File: src/rtl/ifu_cfg.svh
// fetch unit config macros: address width, instruction width, pc reset address
`ifndef IFU_CFG_SVH
`define IFU_CFG_SVH

// instruction address width in bits
`define IFU_ADDR_W 32

// instruction word width in bits
`define IFU_INST_W 32

// first fetch address after reset
`define IFU_PC_RESET 32'h0000_1000

// wishbone byte lanes follow the instruction width
`define IFU_SEL_W (`IFU_INST_W / 8)

`endif

File: src/rtl/ifu_pkg.sv
// ifu_pkg: redirect, if/id and wishbone structs, fetch fsm state enum
`default_nettype none

`include "ifu_cfg.svh"

package ifu_pkg;

    // jump request from execute
    typedef struct packed {
        logic                   valid;  // take the jump this cycle
        logic [`IFU_ADDR_W-1:0] addr;   // jump target
    } redirect_t;

    // word handed from fetch to decode
    typedef struct packed {
        logic                   valid;
        logic [`IFU_INST_W-1:0] inst;       // raw instruction
        logic [`IFU_ADDR_W-1:0] inst_addr;  // its address
    } if_id_t;

    // wishbone master to slave
    typedef struct packed {
        logic                   cyc;
        logic                   stb;
        logic                   we;   // always read here
        logic [`IFU_ADDR_W-1:0] adr;
        logic [`IFU_SEL_W-1:0]  sel;
    } wb_m2s_t;

    // wishbone slave to master
    typedef struct packed {
        logic                   ack;
        logic [`IFU_INST_W-1:0] dat;
    } wb_s2m_t;

    // fetch fsm: idle -> bus cycle -> word waiting for if/id
    typedef enum logic [1:0] {
        FS_IDLE = 2'd0,
        FS_BUS  = 2'd1,
        FS_RESP = 2'd2
    } fetch_state_e;

endpackage

`default_nettype wire

File: src/rtl/ifu_pipe.sv
// ifu_pipe: if/id pipeline register with flush, hold and valid
`timescale 1ns/1ps
`default_nettype none

module ifu_pipe (
    input  wire logic             clk,
    input  wire logic             reset_i,
    input  wire logic             flush_i,  // clears valid, beats hold
    input  wire logic             hold_i,   // decode stall
    input  wire ifu_pkg::if_id_t  in_i,
    output logic                  full_o,   // valid contents
    output ifu_pkg::if_id_t       out_o
);

    ifu_pkg::if_id_t pipe_q;
    logic            freeze;

    // stalled with something in it, keep it
    // an empty register may still load under hold
    assign freeze = hold_i && pipe_q.valid;

    // valid bit, the only control state
    always_ff @(posedge clk) begin
        if (reset_i || flush_i) begin
            pipe_q.valid <= 1'b0;
        end else if (!freeze) begin
            pipe_q.valid <= in_i.valid;  // bubble when no word offered
        end
    end

    // payload, no reset and no flush
    always_ff @(posedge clk) begin
        if (!freeze) begin
            pipe_q.inst      <= in_i.inst;
            pipe_q.inst_addr <= in_i.inst_addr;
        end
    end

    assign full_o = pipe_q.valid;
    assign out_o  = pipe_q;

endmodule

`default_nettype wire

File: src/rtl/ifu_ifetch.sv
// ifu_ifetch: pc register, next-pc select, accept logic and if/id register instance
`timescale 1ns/1ps
`default_nettype none

`include "ifu_cfg.svh"

module ifu_ifetch (
    input  wire logic                   clk,
    input  wire logic                   reset_i,
    input  wire ifu_pkg::redirect_t     redirect_i,     // jump from execute
    input  wire logic                   hold_i,         // decode stall
    input  wire ifu_pkg::if_id_t        fetch_rsp_i,    // word from bus master
    output logic                        fetch_ready_o,  // if/id can take a word
    output logic [`IFU_ADDR_W-1:0]      pc_o,           // address to fetch
    output ifu_pkg::if_id_t             if_id_o         // to decode
);

    logic [`IFU_ADDR_W-1:0] pc_q;
    logic [`IFU_ADDR_W-1:0] pc_d;
    logic                   pipe_full;  // if/id holds a valid word
    logic                   accept;     // response written into if/id this cycle

    // word moves when if/id is empty or decode is not stalled
    assign fetch_ready_o = !pipe_full || !hold_i;
    assign accept        = fetch_rsp_i.valid && fetch_ready_o;

    // next pc: jump wins, then step past an accepted word
    always_comb begin
        if (redirect_i.valid) begin
            pc_d = redirect_i.addr;
        end else if (accept) begin
            pc_d = pc_q + `IFU_ADDR_W'(4);  // next sequential word
        end else begin
            pc_d = pc_q;  // hold while bus busy or if/id blocked
        end
    end

    always_ff @(posedge clk) begin
        if (reset_i) begin
            pc_q <= `IFU_PC_RESET;
        end else begin
            pc_q <= pc_d;
        end
    end

    assign pc_o = pc_q;

    // if/id register, a jump always flushes it
    ifu_pipe u_ifu_pipe (
        .clk     (clk),
        .reset_i (reset_i),
        .flush_i (redirect_i.valid),
        .hold_i  (hold_i),
        .in_i    (fetch_rsp_i),
        .full_o  (pipe_full),
        .out_o   (if_id_o)
    );

endmodule

`default_nettype wire

File: src/rtl/ifu_wb_fetch.sv
// ifu_wb_fetch: wishbone classic fetch master fsm with stale-word discard
`timescale 1ns/1ps
`default_nettype none

`include "ifu_cfg.svh"

module ifu_wb_fetch (
    input  wire logic                   clk,
    input  wire logic                   reset_i,
    input  wire logic [`IFU_ADDR_W-1:0] pc_i,           // current pc
    input  wire ifu_pkg::redirect_t     redirect_i,
    input  wire logic                   fetch_ready_i,  // if/id takes the word
    input  wire ifu_pkg::wb_s2m_t       wb_i,
    output ifu_pkg::wb_m2s_t            wb_o,
    output ifu_pkg::if_id_t             fetch_rsp_o
);

    ifu_pkg::fetch_state_e  state_q;
    ifu_pkg::fetch_state_e  state_d;
    logic                   stale_q;  // word in flight belongs to the old stream
    logic                   stale_d;
    logic                   drop;     // discard the current word
    logic [`IFU_ADDR_W-1:0] adr_q;    // address of the word in flight
    logic [`IFU_INST_W-1:0] dat_q;    // captured read data

    // old stream if the jump came now or earlier in this cycle
    assign drop = stale_q || redirect_i.valid;

    always_comb begin
        state_d = state_q;
        case (state_q)
            ifu_pkg::FS_IDLE: begin
                // pc changes on this edge under a jump, so wait one more cycle
                if (!redirect_i.valid) begin
                    state_d = ifu_pkg::FS_BUS;
                end
            end
            ifu_pkg::FS_BUS: begin
                // cycle is never aborted, only its data thrown away
                if (wb_i.ack) begin
                    state_d = drop ? ifu_pkg::FS_IDLE : ifu_pkg::FS_RESP;
                end
            end
            ifu_pkg::FS_RESP: begin
                if (drop || fetch_ready_i) begin
                    state_d = ifu_pkg::FS_IDLE;  // consumed or stale
                end
            end
            default: begin
                state_d = ifu_pkg::FS_IDLE;
            end
        endcase
    end

    // stale holds until the word is gone, cleared on return to idle
    always_comb begin
        if (state_d == ifu_pkg::FS_IDLE) begin
            stale_d = 1'b0;
        end else if (state_q != ifu_pkg::FS_IDLE) begin
            stale_d = drop;
        end else begin
            stale_d = 1'b0;  // fresh cycle starting
        end
    end

    always_ff @(posedge clk) begin
        if (reset_i) begin
            state_q <= ifu_pkg::FS_IDLE;
            stale_q <= 1'b0;
        end else begin
            state_q <= state_d;
            stale_q <= stale_d;
        end
    end

    // latch pc on the way out of idle
    always_ff @(posedge clk) begin
        if (state_q == ifu_pkg::FS_IDLE) begin
            adr_q <= pc_i;
        end
    end

    // grab data on ack
    always_ff @(posedge clk) begin
        if (state_q == ifu_pkg::FS_BUS && wb_i.ack) begin
            dat_q <= wb_i.dat;
        end
    end

    // bus outputs straight from state, stable through the cycle
    always_comb begin
        wb_o.cyc = (state_q == ifu_pkg::FS_BUS);
        wb_o.stb = (state_q == ifu_pkg::FS_BUS);
        wb_o.we  = 1'b0;              // read only
        wb_o.adr = adr_q;
        wb_o.sel = '1;                // full word
    end

    // word offered until if/id takes it
    // a stale word goes from bus straight back to idle, never to resp
    always_comb begin
        fetch_rsp_o.valid     = (state_q == ifu_pkg::FS_RESP);
        fetch_rsp_o.inst      = dat_q;
        fetch_rsp_o.inst_addr = adr_q;
    end

endmodule

`default_nettype wire

File: src/rtl/ifu_top.sv
// ifu_top: fetch unit top, pc/if-id block and wishbone fetch master
`timescale 1ns/1ps
`default_nettype none

`include "ifu_cfg.svh"

module ifu_top (
    input  wire logic                clk,
    input  wire logic                reset_i,
    input  wire ifu_pkg::redirect_t  redirect_i,  // from execute
    input  wire logic                hold_i,      // from decode
    input  wire ifu_pkg::wb_s2m_t    wb_i,        // from memory
    output ifu_pkg::wb_m2s_t         wb_o,        // to memory
    output ifu_pkg::if_id_t          if_id_o      // to decode
);

    ifu_pkg::if_id_t        fetch_rsp;    // word from bus master
    logic                   fetch_ready;  // if/id can take it
    logic [`IFU_ADDR_W-1:0] pc;

    // pc and if/id register
    ifu_ifetch u_ifu_ifetch (
        .clk           (clk),
        .reset_i       (reset_i),
        .redirect_i    (redirect_i),
        .hold_i        (hold_i),
        .fetch_rsp_i   (fetch_rsp),
        .fetch_ready_o (fetch_ready),
        .pc_o          (pc),
        .if_id_o       (if_id_o)
    );

    // wishbone side, one word in flight
    ifu_wb_fetch u_ifu_wb_fetch (
        .clk           (clk),
        .reset_i       (reset_i),
        .pc_i          (pc),
        .redirect_i    (redirect_i),
        .fetch_ready_i (fetch_ready),
        .wb_i          (wb_i),
        .wb_o          (wb_o),
        .fetch_rsp_o   (fetch_rsp)
    );

endmodule

`default_nettype wire

File: config.mk
export PLATFORM = sky130hd
export DESIGN_NAME = ifu_top
export DESIGN_NICKNAME = d
export VERILOG_FILES = /design/src/rtl/ifu_pkg.sv /design/src/rtl/ifu_pipe.sv /design/src/rtl/ifu_ifetch.sv /design/src/rtl/ifu_wb_fetch.sv /design/src/rtl/ifu_top.sv
export VERILOG_INCLUDE_DIRS = /design/src /design/src/rtl
export SDC_FILE = /design/constraint.sdc
export NUM_CORES = 1
export LEC_CHECK = 0
export BUFFER_PORTS_ARGS = -buffer_cell sky130_fd_sc_hd__buf_2
export CAP_MARGIN = 20
export CORE_MARGIN = 3
export CORE_UTILIZATION = 45
export DETAILED_ROUTE_END_ITERATION = 8
export GPL_TIMING_DRIVEN = 0
export HOLD_SLACK_MARGIN = 0.02
export PLACE_DENSITY = 0.68
export SYNTH_ARGS = -nofsm -noshare
export SYNTH_HDL_FRONTEND = slang
export SYNTH_SLANG_ARGS = --single-unit
File: constraint.sdc
create_clock -name clk -period 9.1 [get_ports clk]
set_input_delay 2.275 -clock clk [delete_from_list [all_inputs] [get_ports clk]]
set_output_delay 2.275 -clock clk [all_outputs]
set_load 0.02 [all_outputs]
==> results of run 1 <==
final cells by class:
class / count / area (um2) / area share (%)
Sequential cell: 164 / 4560 / 57.3
Inverter: 9 / 36.3 / 0.455
Timing Repair Buffer: 166 / 831 / 10.4
Clock inverter: 12 / 203 / 2.54
Buffer: 60 / 382 / 4.79
Clock buffer: 20 / 437 / 5.48
Multi-Input combinational cell: 207 / 1300 / 16.3
Tap cell: 176 / 220 / 2.76
stage by stage:
step           hold WS [ps]  total power, mW  setup WS [ps]  cells  instance area, um2
2_1_floorplan           400             1.02           4500    440                6270
3_3_place_gp            401             1.09           3630    782                7320
3_5_place_dp            405             1.09           4820    782                7330
4_1_cts                 419             1.86           5200    814                7970
5_1_grt                 430             1.91           5030    814                7970
6_report                417             1.84           5130    814                7970
registers in the layout, indices dropped and copies added, names as in the netlist:
register                        count
u_ifu_wb_fetch.dat_q               32
u_ifu_ifetch.pc_o                  32
u_ifu_wb_fetch.state_q              2
u_ifu_ifetch.u_ifu_pipe.full_o      1
u_ifu_ifetch.u_ifu_pipe.out_o      64
u_ifu_wb_fetch.adr_q               32
u_ifu_wb_fetch.stale_q              1
synthesized netlist by cell type (all sizes together), types with 8 or more instances:
cell | instances | area [um2]
a2111oi | 9 | 82.6
a311oi | 10 | 87.6
buf | 44 | 320
clkbuf | 16 | 61.3
dfxtp | 36 | 721
edfxtp | 128 | 3840
inv | 8 | 30.0
nand2 | 15 | 56.3
nand3 | 15 | 75.1
nand4 | 8 | 50.1
nor2 | 38 | 143
nor2b | 9 | 56.3
nor4 | 12 | 75.1
o31ai | 10 | 75.1
routing by layer:
layer	vias to the layer above	wire, um	track usage, %
met2	212	6500	28.6
li1	2012	-	-
met5	-	0	0
met3	25	1360	5.27
met4	0	258	7.53
met1	2014	6010	25.5
cell families (layout without fill, tap and decap cells):
logic type,Yosys count,in the layout,synth area share (%)
flops,164,164,73.0
simple gates,132,132,11.1
buf+inv,69,267,6.64
compound gates,60,60,7.68
xor+xnor,7,7,0.980
other cells,2,5,0.120
mux,2,2,0.320
fa+ha+maj,1,1,0.200
power breakdown:
part	internal, mW	switching [mW]	total [mW]
combinational	0.0703	0.104	0.174
sequential	0.869	0.0302	0.899
clock	0.488	0.280	0.768
worst max-delay path: cells and delay by family:
| kind | cells | cell delay (ps) |
|---|---|---|
| buffers and inverters | 2 | 290 |
| and+or+nand+nor | 2 | 1030 |
| AOI/OAI and AO/OA | 2 | 650 |
path summary, 6_finish.rpt:
path                                           startpoint                           endpoint  slack (ps)  depth (start not counted)
worst max-delay path                               hold_i              u_ifu_ifetch.pc_o[19]        5130                          6
worst min-delay path              u_ifu_wb_fetch.dat_q[4]  u_ifu_ifetch.u_ifu_pipe.out_o[36]         420                          0
worst max register to register  u_ifu_wb_fetch.state_q[0]              u_ifu_ifetch.pc_o[19]        6730                          5
worst min register to register    u_ifu_wb_fetch.dat_q[4]  u_ifu_ifetch.u_ifu_pipe.out_o[36]         420                          0
==> flow_summary.rst, run 1 <==
.. list-table::
   :header-rows: 1

   * - Metric
     - Value
   * - Final critical-path share of the clock period
     - 43.7%
   * - Number of nets in the layout
     - 695
   * - LEAKAGE
     - 3.22 nW
   * - Normalized max-slew margin
     - 27.2%
   * - Delay of the slowest cell on the worst path
     - 890 ps
   * - Antenna violations before repair
     - 0
   * - Maximum level of the CTS H-tree
     - 4
   * - Vias/cell
     - 5.24
   * - Via total after detailed routing
     - 4263
   * - Kind of end point of the critical path
     - flop
   * - Global Route Usage Sum
     - 18.7%
   * - Vias in the first global route
     - 4026
   * - Number of buffers added to fix hold violations after cts
     - 0
   * - Commonest non-fill, non-tap cell in the layout
     - buf_2
   * - Post-synth EDFFs
     - 128
   * - Half-perimeter wire length after detailed placement
     - 9900 um
   * - Synth unique cells
     - 45
   * - Ratio of total power to cell area
     - 231 nW/um2
   * - Initial core utilization
     - 46.7%
   * - CORE AREA
     - 13400 um2
   * - Setup skew after layout
     - 6.52 ps
   * - Max-slew violation total from the final report
     - 0
   * - Die outline area
     - 15400 um2
   * - Clock tree from TritonCTS
     - built
   * - Crit Path Category
     - input port to flop
   * - Placement Rows
     - 42
   * - Post-cts gate resize count
     - 0
   * - Antenna violation net count after detailed routing
     - 0
   * - Final min period
     - 3970 ps
   * - Setup repair after global routing missed its margin
     - false
   * - Clock latency at the later pin of the worst-skew pair
     - 420 ps
   * - Clock transition at the register clock pins on the worst setup and hold paths after CTS
     - 60 ps
   * - Final-layout fill cell count
     - 1046
   * - First-pass GRT wire length
     - 21400 um
   * - Final setup TNS
     - 0 ps
   * - Post-CTS setup buffer count
     - 0
   * - Final-report hold violation count
     - 0
   * - Cell breakdown of the critical path
     - buf_2 -> and2_1 -> buf_2 -> nor3_1 -> a311oi_1 -> a2111oi_0
   * - Number of setup violations in the final report
     - 0
   * - Synthesized netlist cell count
     - 437
   * - FFs w/ async S/R, synth
     - 0%
   * - Final weighted congestion of routability-driven global placement
     - 0.880
   * - Clock Tree Root
     - clkbuf_16
   * - Grt total ovfl
     - 0
   * - Pin count of the biggest net entering global routing
     - 69
   * - Average detailed-routed wire length per instance
     - 17.4 um
   * - Top cell by count, worst path
     - buf_2
   * - Critical Path Source Type
     - input port
   * - Slowest stage cell, crit path
     - nor3_1
   * - Height of the die
     - 124 um
   * - Sequential share of the synthesized area
     - 73.0%
   * - CP arrival
     - 4260 ps
   * - Max-cap check violation count
     - 0
   * - DIE WIDTH
     - 124 um
   * - Antenna cells
     - 0
   * - Timing-limited maximum frequency
     - 252 MHz
   * - Layout Area Growth over Synthesis
     - 27.4%
   * - Combined area of all synthesized cells
     - 6260 um2
   * - Detailed-routing iteration count for the pre-antenna-repair pass
     - 5
   * - Number of warnings reported in the yosys synthesis log
     - 0
   * - Initial DRC count
     - 383
   * - Number of buffers added on ports
     - 166
   * - TritonCTS sink count
     - 164
   * - Total DRC errors in the routed layout
     - 0
   * - Commonest cells after routing, fill and taps aside
     - buf_2 (167), edfxtp_1 (128), buf_4 (39)
   * - Utilization of the core after routing
     - 59.5%
   * - Top flip-flop cell by instance count after synthesis
     - edfxtp_1
   * - Largest voltage drop on the vdd net
     - 121 uV
   * - Layout cells sized above 1
     - 37.5%
   * - Number of buffers created by CTS
     - 17
   * - Top-level port count
     - 173
   * - CTS Buffer Depth
     - 2
   * - Final WL
     - 14100 um
   * - Run status
     - finished, final reports clean
   * - Largest fanout on the critical path
     - 10
   * - Req. time, crit path
     - 9380 ps
   * - Worst min-delay path class
     - flop to flop
   * - Transition time at the pin with the least slew margin
     - 1080 ps
   * - Flops & latches, synth
     - 164
   * - Post-synthesis average cell area
     - 14.3 um2
Note: power is estimated with default switching activity, not from simulation.
==> run 2: changes to the inputs <==
- ABC_AREA: not set -> 1
- clock period: 9.1 -> 3.7 ns (I/O delays scaled with it)
==> flow_summary.rst, run 2 <==
.. list-table::
   :header-rows: 1

   * - Metric
     - Value
   * - Flops & latches, synth
     - 164 (unchanged)
   * - Max-cap check violation count
     - 0 (unchanged)
   * - Crit Path Category
     - input port to flop (unchanged)
   * - Antenna violation net count after detailed routing
     - 0 (unchanged)
   * - Cell breakdown of the critical path
     - buf_2 -> nand2_4 -> nand3_4 -> nand2_2 -> buf_2 -> nand2_1 -> a21oi_1 -> a211oi_2 (was buf_2 -> and2_1 -> buf_2 -> nor3_1 -> a311oi_1 -> a2111oi_0)
   * - Final-layout fill cell count
     - 1233 (was 1046)
   * - Post-synthesis average cell area
     - 11.4 um2 (was 14.3 um2)
   * - Vias in the first global route
     - 4585 (was 4026)
   * - DIE WIDTH
     - 127 um (was 124 um)
   * - Transition time at the pin with the least slew margin
     - 956 ps (was 1080 ps)
   * - CP arrival
     - 2810 ps (was 4260 ps)
   * - Cell-internal power
     - 3.52 mW (was 1.43 mW)
   * - Setup repair after global routing missed its margin
     - false (unchanged)
   * - Number of buffers added to fix hold violations after cts
     - 0 (unchanged)
   * - Run status
     - finished, final reports clean (unchanged)
   * - Average detailed-routed wire length per instance
     - 15.6 um (was 17.4 um)
   * - Max-slew violation total from the final report
     - 0 (unchanged)
   * - Placed cell areas
     - 7690 um2 (was 7330 um2)
   * - Reg2reg end
     - u_ifu_ifetch.pc_o[16] (was u_ifu_ifetch.pc_o[19])
   * - FFs w/ async S/R, synth
     - 0% (unchanged)
   * - Vias/cell
     - 4.87 (was 5.24)
   * - Critical Path Source Type
     - input port (unchanged)
   * - Cell depth of the worst flop-to-flop path
     - 7 (was 5)
   * - Synthesized netlist cell count
     - 578 (was 437)
   * - Worst min-delay path class
     - flop to flop (unchanged)
   * - Library cell with the largest summed area after synthesis
     - edfxtp_1 (unchanged)
   * - Top flip-flop cell by instance count after synthesis
     - edfxtp_1 (unchanged)
   * - Total DRC errors in the routed layout
     - 0 (unchanged)
   * - Layout Area Growth over Synthesis
     - 26.2% (was 27.4%)
   * - Req. time, crit path
     - 3980 ps (was 9380 ps)
   * - Placed cell count
     - 927 (was 782)
   * - Clock transition at the register clock pins on the worst setup and hold paths after CTS
     - 60 ps (about the same)
   * - Commonest non-fill, non-tap cell in the layout
     - buf_2 (unchanged)
   * - Reg2Reg Setup Slack
     - 1400 ps (was 6730 ps)
   * - Normalized max-slew margin
     - 36.1% (was 27.2%)
   * - Antenna cells
     - 0 (unchanged)
   * - Top cell by count, worst path
     - buf_2 (unchanged)
   * - Synth unique cells
     - 35 (was 45)
   * - Grt total ovfl
     - 0 (unchanged)
   * - Die outline area
     - 16100 um2 (was 15400 um2)
   * - Final setup TNS
     - 0 ps (unchanged)
   * - Sequential share of the synthesized area
     - 69.2% (was 73.0%)
   * - Reg-to-reg startpoint
     - u_ifu_ifetch.u_ifu_pipe.full_o (was u_ifu_wb_fetch.state_q[0])
   * - Slowest stage cell, crit path
     - nand2_4 (was nor3_1)
   * - Initial core utilization
     - 46.8% (was 46.7%)
   * - Cell types occupying the most area after synthesis
     - edfxtp_1 (58%), dfxtp_1 (11%), nand2_1 (7.2%), buf_4 (4.8%), nor2_1 (4.6%) (was edfxtp_1 (61%), dfxtp_1 (12%), buf_4 (4.7%), nor2_1 (2.3%), a311oi_1 (1.4%))
   * - Clock tree from TritonCTS
     - built (unchanged)
   * - Min setup slack post-route
     - 1160 ps (was 5130 ps)
   * - Clock Tree Root
     - clkbuf_16 (unchanged)
   * - Commonest cells after routing, fill and taps aside
     - buf_2 (173), edfxtp_1 (128), nand2_1 (126) (was buf_2 (167), edfxtp_1 (128), buf_4 (39))
   * - LEAKAGE
     - 3.49 nW (was 3.22 nW)
   * - Final weighted congestion of routability-driven global placement
     - 0.879 (was 0.880)
   * - Total design power
     - 4.59 mW (was 1.84 mW)
   * - Number of buffers added on ports
     - 165 (was 166)
   * - Timing-limited maximum frequency
     - 394 MHz
   * - Part of the total power dissipated in sequential elements
     - 48.3% (was 48.8%)
   * - Critical path's top delay family
     - simple AND/OR/NAND/NOR gates (unchanged)
   * - Combined area of all synthesized cells
     - 6600 um2 (was 6260 um2)
   * - First-pass GRT wire length
     - 23700 um (was 21400 um)
   * - Final critical-path share of the clock period
     - 68.5%
   * - Post-route insts no fill
     - 958 (was 814)
   * - Height of the die
     - 127 um (was 124 um)
   * - Antenna violations before repair
     - 0 (unchanged)
   * - Synth cell count leaders
     - edfxtp_1 (128), nand2_1 (127), nor2_1 (81) (was edfxtp_1 (128), buf_4 (39), nor2_1 (38))
   * - Maximum level of the CTS H-tree
     - 4 (unchanged)
   * - Delay of the slowest cell on the worst path
     - 650 ps (was 890 ps)
   * - Post-synth EDFFs
     - 128 (unchanged)
   * - Proportion of total power due to net switching
     - 23.3% (was 22.5%)
   * - Final-layout worst hold slack
     - 417 ps (about the same)
   * - Number of nets in the layout
     - 836 (was 695)
   * - Hold Path End
     - u_ifu_ifetch.u_ifu_pipe.out_o[49] (was u_ifu_ifetch.u_ifu_pipe.out_o[36])
   * - Clock network power share
     - 41.2% (was 41.7%)
   * - Buffers & Inverters on Critical Path
     - 2 (unchanged)
   * - Area of all placed cells without fillers
     - 8320 um2 (was 7970 um2)
   * - Detailed-routing iteration count for the pre-antenna-repair pass
     - 4 (was 5)
   * - Final WL
     - 14900 um (was 14100 um)
   * - CTS Buffer Depth
     - 2 (unchanged)
   * - Relative contribution of combinational cells to total power
     - 10.5% (was 9.5%)
   * - Flip-flop count of the largest register, all copies and words added
     - 64 (unchanged)
   * - Pre-CTS WS
     - 686 ps (was 4820 ps)
   * - Number of buffers created by CTS
     - 17 (unchanged)
   * - Largest voltage drop on the vdd net
     - 339 uV (was 121 uV)
   * - Post-CTS setup buffer count
     - 0 (unchanged)
   * - Top-count cell post-synth
     - edfxtp_1 (unchanged)
   * - Initial DRC count
     - 310 (was 383)
   * - Share of the synthesized area in the top cell type
     - 58.3% (was 61.4%)
   * - Top-level port count
     - 173 (unchanged)
   * - Hold Path Origin
     - u_ifu_wb_fetch.dat_q[17] (was u_ifu_wb_fetch.dat_q[4])
   * - Number of warnings reported in the yosys synthesis log
     - 0 (unchanged)
   * - Clock latency at the later pin of the worst-skew pair
     - 420 ps (about the same)
   * - Pin count of the biggest net entering global routing
     - 68 (was 69)
   * - Hold Path Cell Cnt
     - 0 (unchanged)
   * - Net switching power of the design
     - 1.07 mW (was 0.414 mW)
   * - Ratio of total power to cell area
     - 552 nW/um2 (was 231 nW/um2)
   * - Final-report hold violation count
     - 0 (unchanged)
   * - Half-perimeter wire length after detailed placement
     - 10900 um (was 9900 um)
   * - Kind of end point of the critical path
     - flop (unchanged)
   * - Utilization of the core after routing
     - 59.0% (was 59.5%)
   * - Setup skew after layout
     - 6.41 ps (was 6.52 ps)
   * - Post-cts gate resize count
     - 0 (unchanged)
   * - TritonCTS sink count
     - 164 (unchanged)
   * - Final min period
     - 2540 ps
   * - Global Route Usage Sum
     - 18.8% (was 18.7%)
   * - Layout cells sized above 1
     - 35.0% (was 37.5%)
   * - Largest fanout on the critical path
     - 67 (was 10)
   * - Via total after detailed routing
     - 4668 (was 4263)
   * - Number of setup violations in the final report
     - 0 (unchanged)
   * - CORE AREA
     - 14100 um2 (was 13400 um2)
   * - Placement Rows
     - 43 (was 42)
-- run 2: cell count changes after synthesis, moves of 12 or more --
cell / delta
inv_1: +17
nor2_1: +43
nand3_1: +18
nor4_1: -12
nand2_1: +112
a21oi_1: +22
-- run 2: cell families after synthesis --
family          Yosys count  share of synthesized area [%]
buf+inv                  85                           7.49
other cells               2                          0.114
fa+ha+maj                 1                          0.190
flops                   164                           69.2
simple gates            273                           18.1
compound gates           53                           4.93
-- run 2: worst max-delay path by stage --
stage / startpoint / endpoint / slack, ps / cells after the start
2_1_floorplan: hold_i / u_ifu_ifetch.pc_o[16] / 290 / 7
3_3_place_gp: hold_i / u_ifu_ifetch.pc_o[16] / -820 / 8
3_5_place_dp: hold_i / u_ifu_ifetch.pc_o[16] / 690 / 8
4_1_cts: hold_i / u_ifu_ifetch.pc_o[16] / 1120 / 8
5_1_grt: hold_i / u_ifu_ifetch.pc_o[18] / 950 / 8
6_report: hold_i / u_ifu_ifetch.pc_o[16] / 1160 / 8
-- run 2: final cells by class --
class,instances,area [um2],area share (%)
Timing Repair Buffer,166,841,10.1
Clock buffer,18,429,5.16
Tap cell,180,225,2.71
Buffer,56,385,4.63
Multi-Input combinational cell,332,1560,18.8
Sequential cell,164,4560,54.8
Inverter,29,109,1.31
Clock inverter,13,205,2.47
-- run 2: power groups by stage --
stage	clock, mW	sequential (mW)	combinational, mW
after floorplan	0	2.31	0.241
after global placement	0	2.25	0.477
after detailed placement	0	2.26	0.486
after CTS	1.93	2.22	0.488
after global routing	2.00	2.24	0.523
final	1.89	2.22	0.482
-- run 2: layer usage --
| metal | vias to the layer above | global-route usage (%) | part of all wire [%] |
|---|---|---|---|
| li1 | 2307 | - | - |
| met1 | 2171 | 25.8 | 46 |
| met2 | 175 | 29.6 | 46 |
| met3 | 15 | 5.02 | 7.4 |
| met4 | 0 | 5.93 | 1.2 |
| met5 | - | 0 | 0 |
==> run 3: changes to the inputs <==
- PLACE_DENSITY: 0.68 -> 0.7
- clock period: 3.7 -> 2.3 ns (I/O delays scaled with it)
==> flow_summary.rst, run 3 (synthesis results as in run 2) <==
.. list-table::
   :header-rows: 1

   * - Metric
     - Value
   * - Worst min-delay path class
     - input port to flop (was flop to flop)
   * - Largest voltage drop on the vdd net
     - 459 uV (was 339 uV)
   * - Top-level port count
     - 173 (unchanged)
   * - Crit Path Category
     - flop to output pin (was input port to flop)
   * - Grt total ovfl
     - 0 (unchanged)
   * - Net switching power of the design
     - 1.76 mW (was 1.07 mW)
   * - Height of the die
     - 127 um (unchanged)
   * - Antenna cells
     - 0 (unchanged)
   * - TritonCTS sink count
     - 164 (unchanged)
   * - Utilization of the core after routing
     - 58.9% (was 59.0%)
   * - Half-perimeter wire length after detailed placement
     - 10800 um (was 10900 um)
   * - Kind of end point of the critical path
     - output pin (was flop)
   * - Normalized max-slew margin
     - 36.3% (was 36.1%)
   * - Via total after detailed routing
     - 4732 (was 4668)
   * - Clock transition at the register clock pins on the worst setup and hold paths after CTS
     - 60 ps (about the same)
   * - Req. time, crit path
     - 1730 ps (was 3980 ps)
   * - Setup repair after global routing missed its margin
     - false (unchanged)
   * - Ratio of total power to cell area
     - 861 nW/um2 (was 552 nW/um2)
   * - Placed cell areas
     - 7700 um2 (was 7690 um2)
   * - Final setup TNS
     - 0 ps (unchanged)
   * - Clock network power share
     - 39.1% (was 41.2%)
   * - Critical Path Source Type
     - flop (was input port)
   * - Detailed-routing iteration count for the pre-antenna-repair pass
     - 6 (was 4)
   * - Relative contribution of combinational cells to total power
     - 10.8% (was 10.5%)
   * - Part of the total power dissipated in sequential elements
     - 50.1% (was 48.3%)
   * - Antenna violations before repair
     - 0 (unchanged)
   * - Max-cap check violation count
     - 0 (unchanged)
   * - Reg2reg end
     - u_ifu_ifetch.pc_o[18] (was u_ifu_ifetch.pc_o[16])
   * - Maximum level of the CTS H-tree
     - 4 (unchanged)
   * - Post-route insts no fill
     - 959 (was 958)
   * - CTS Buffer Depth
     - 2 (unchanged)
   * - DIE WIDTH
     - 127 um (unchanged)
   * - Final min period
     - 1990 ps
   * - Initial DRC count
     - 430 (was 310)
   * - Transition time at the pin with the least slew margin
     - 953 ps (was 956 ps)
   * - Clock tree from TritonCTS
     - built (unchanged)
   * - Average detailed-routed wire length per instance
     - 15.3 um (was 15.6 um)
   * - Vias/cell
     - 4.93 (was 4.87)
   * - Number of setup violations in the final report
     - 0 (unchanged)
   * - Flip-flop count of the largest register, all copies and words added
     - 64 (unchanged)
   * - CP arrival
     - 1420 ps (was 2810 ps)
   * - Final critical-path share of the clock period
     - 86.7%
   * - Reg2Reg Setup Slack
     - 330 ps (was 1400 ps)
   * - Start point of the critical path
     - u_ifu_wb_fetch.state_q[0] (was hold_i)
   * - Total DRC errors in the routed layout
     - 0 (unchanged)
   * - Placement Rows
     - 43 (unchanged)
   * - Die outline area
     - 16100 um2 (unchanged)
   * - Final-report hold violation count
     - 0 (unchanged)
   * - Placed cell count
     - 927 (unchanged)
   * - Pin count of the biggest net entering global routing
     - 68 (unchanged)
   * - Global Route Usage Sum
     - 18.5% (was 18.8%)
   * - Antenna violation net count after detailed routing
     - 0 (unchanged)
   * - Area of all placed cells without fillers
     - 8300 um2 (was 8320 um2)
   * - Initial core utilization
     - 46.8% (unchanged)
   * - Vias in the first global route
     - 4599 (was 4585)
   * - LEAKAGE
     - 3.45 nW (was 3.49 nW)
   * - Hold Path Cell Cnt
     - 1 (was 0)
   * - Commonest non-fill, non-tap cell in the layout
     - buf_2 (unchanged)
   * - Largest fanout on the critical path
     - 4 (was 67)
   * - Final-layout worst hold slack
     - 330 ps (was 417 ps)
   * - Run status
     - finished, final reports clean (unchanged)
   * - Number of buffers added on ports
     - 165 (unchanged)
   * - CORE AREA
     - 14100 um2 (unchanged)
   * - Proportion of total power due to net switching
     - 24.6% (was 23.3%)
   * - Setup skew after layout
     - 9.29 ps (was 6.41 ps)
   * - Number of buffers added to fix hold violations after cts
     - 0 (unchanged)
   * - Commonest cells after routing, fill and taps aside
     - buf_2 (173), edfxtp_1 (128), nand2_1 (126) (unchanged)
   * - Post-cts gate resize count
     - 0 (unchanged)
   * - First-pass GRT wire length
     - 23300 um (was 23700 um)
   * - Final WL
     - 14700 um (was 14900 um)
   * - Capturing element of the worst setup path
     - wb_o[38] (was u_ifu_ifetch.pc_o[16])
   * - Layout Area Growth over Synthesis
     - 25.8% (was 26.2%)
   * - Number of nets in the layout
     - 836 (unchanged)
   * - Reg-to-reg startpoint
     - u_ifu_ifetch.u_ifu_pipe.full_o (unchanged)
   * - Cell-internal power
     - 5.39 mW (was 3.52 mW)
   * - Number of buffers created by CTS
     - 17 (unchanged)
   * - Post-CTS setup buffer count
     - 0 (unchanged)
   * - Clock Tree Root
     - clkbuf_16 (unchanged)
   * - Timing-limited maximum frequency
     - 502 MHz
   * - Layout cells sized above 1
     - 35.2% (was 35.0%)
   * - Clock latency at the later pin of the worst-skew pair
     - 420 ps (about the same)
   * - Max-slew violation total from the final report
     - 0 (unchanged)
   * - Cell depth of the worst flop-to-flop path
     - 7 (unchanged)
   * - Final weighted congestion of routability-driven global placement
     - 0.965 (was 0.879)
-- run 3: changes by cell type in the layout (fill, tap and decap cells not counted), sizes merged --
| cell | before | now |
|---|---|---|
| inv | 30 | 32 |
| bufinv | 5 | 2 |
| clkinvlp | 2 | 5 |
| clkbuf | 22 | 23 |
| clkinv | 5 | 3 |
-- run 3: metal layers --
metal	track usage [%]	vias to the layer above	wire, um
li1	-	2310	-
met1	24.5	2154	6360
met2	29.4	236	6800
met3	4.60	32	1240
met4	7.38	0	286
met5	0	-	0
-- run 3: layout make-up --
| cell class | count | area, um2 |
|---|---|---|
| fillers | 1181 | 5800 |
| flip-flops and latches | 164 | 4560 |
| multi-input cells | 332 | 1570 |
| repair buffers | 166 | 853 |
| clock buffers | 19 | 443 |
| plain buffers | 56 | 385 |
| well taps | 180 | 225 |
| clock inverters | 13 | 146 |
| inverters | 29 | 109 |
-- run 3: worst min-delay path by stage --
stage / startpoint / endpoint / slack [ps]
2_1_floorplan: u_ifu_wb_fetch.dat_q[0] / u_ifu_ifetch.u_ifu_pipe.out_o[32] / 400
3_3_place_gp: u_ifu_wb_fetch.dat_q[8] / u_ifu_ifetch.u_ifu_pipe.out_o[40] / 400
3_5_place_dp: u_ifu_wb_fetch.dat_q[9] / u_ifu_ifetch.u_ifu_pipe.out_o[41] / 400
4_1_cts: wb_i[25] / u_ifu_wb_fetch.dat_q[25] / 310
5_1_grt: wb_i[25] / u_ifu_wb_fetch.dat_q[25] / 310
6_report: wb_i[25] / u_ifu_wb_fetch.dat_q[25] / 330
-- run 3: per-stage QoR --
step | total power, mW | worst slack, ps
finish | 7.15 | 306
global route | 7.43 | 144
CTS | 7.21 | 4.86
detailed placement | 4.42 | -287
global placement | 4.39 | -197
floorplan | 4.10 | 345
-- run 3: worst max-delay path, stage by stage (launching register included) --
cell and delay (ps):
dfxtp_1 420, inv_2 90, nor2_1 200, buf_4 150, buf_2 150
-- run 3: power groups by stage --
stage	logic [mW]	clock network, mW	registers (mW)
finish	0.775	2.79	3.58
global placement	0.759	0	3.63
detailed placement	0.781	0	3.64
global route	0.838	2.98	3.60
floorplan	0.388	0	3.71
CTS	0.784	2.85	3.58
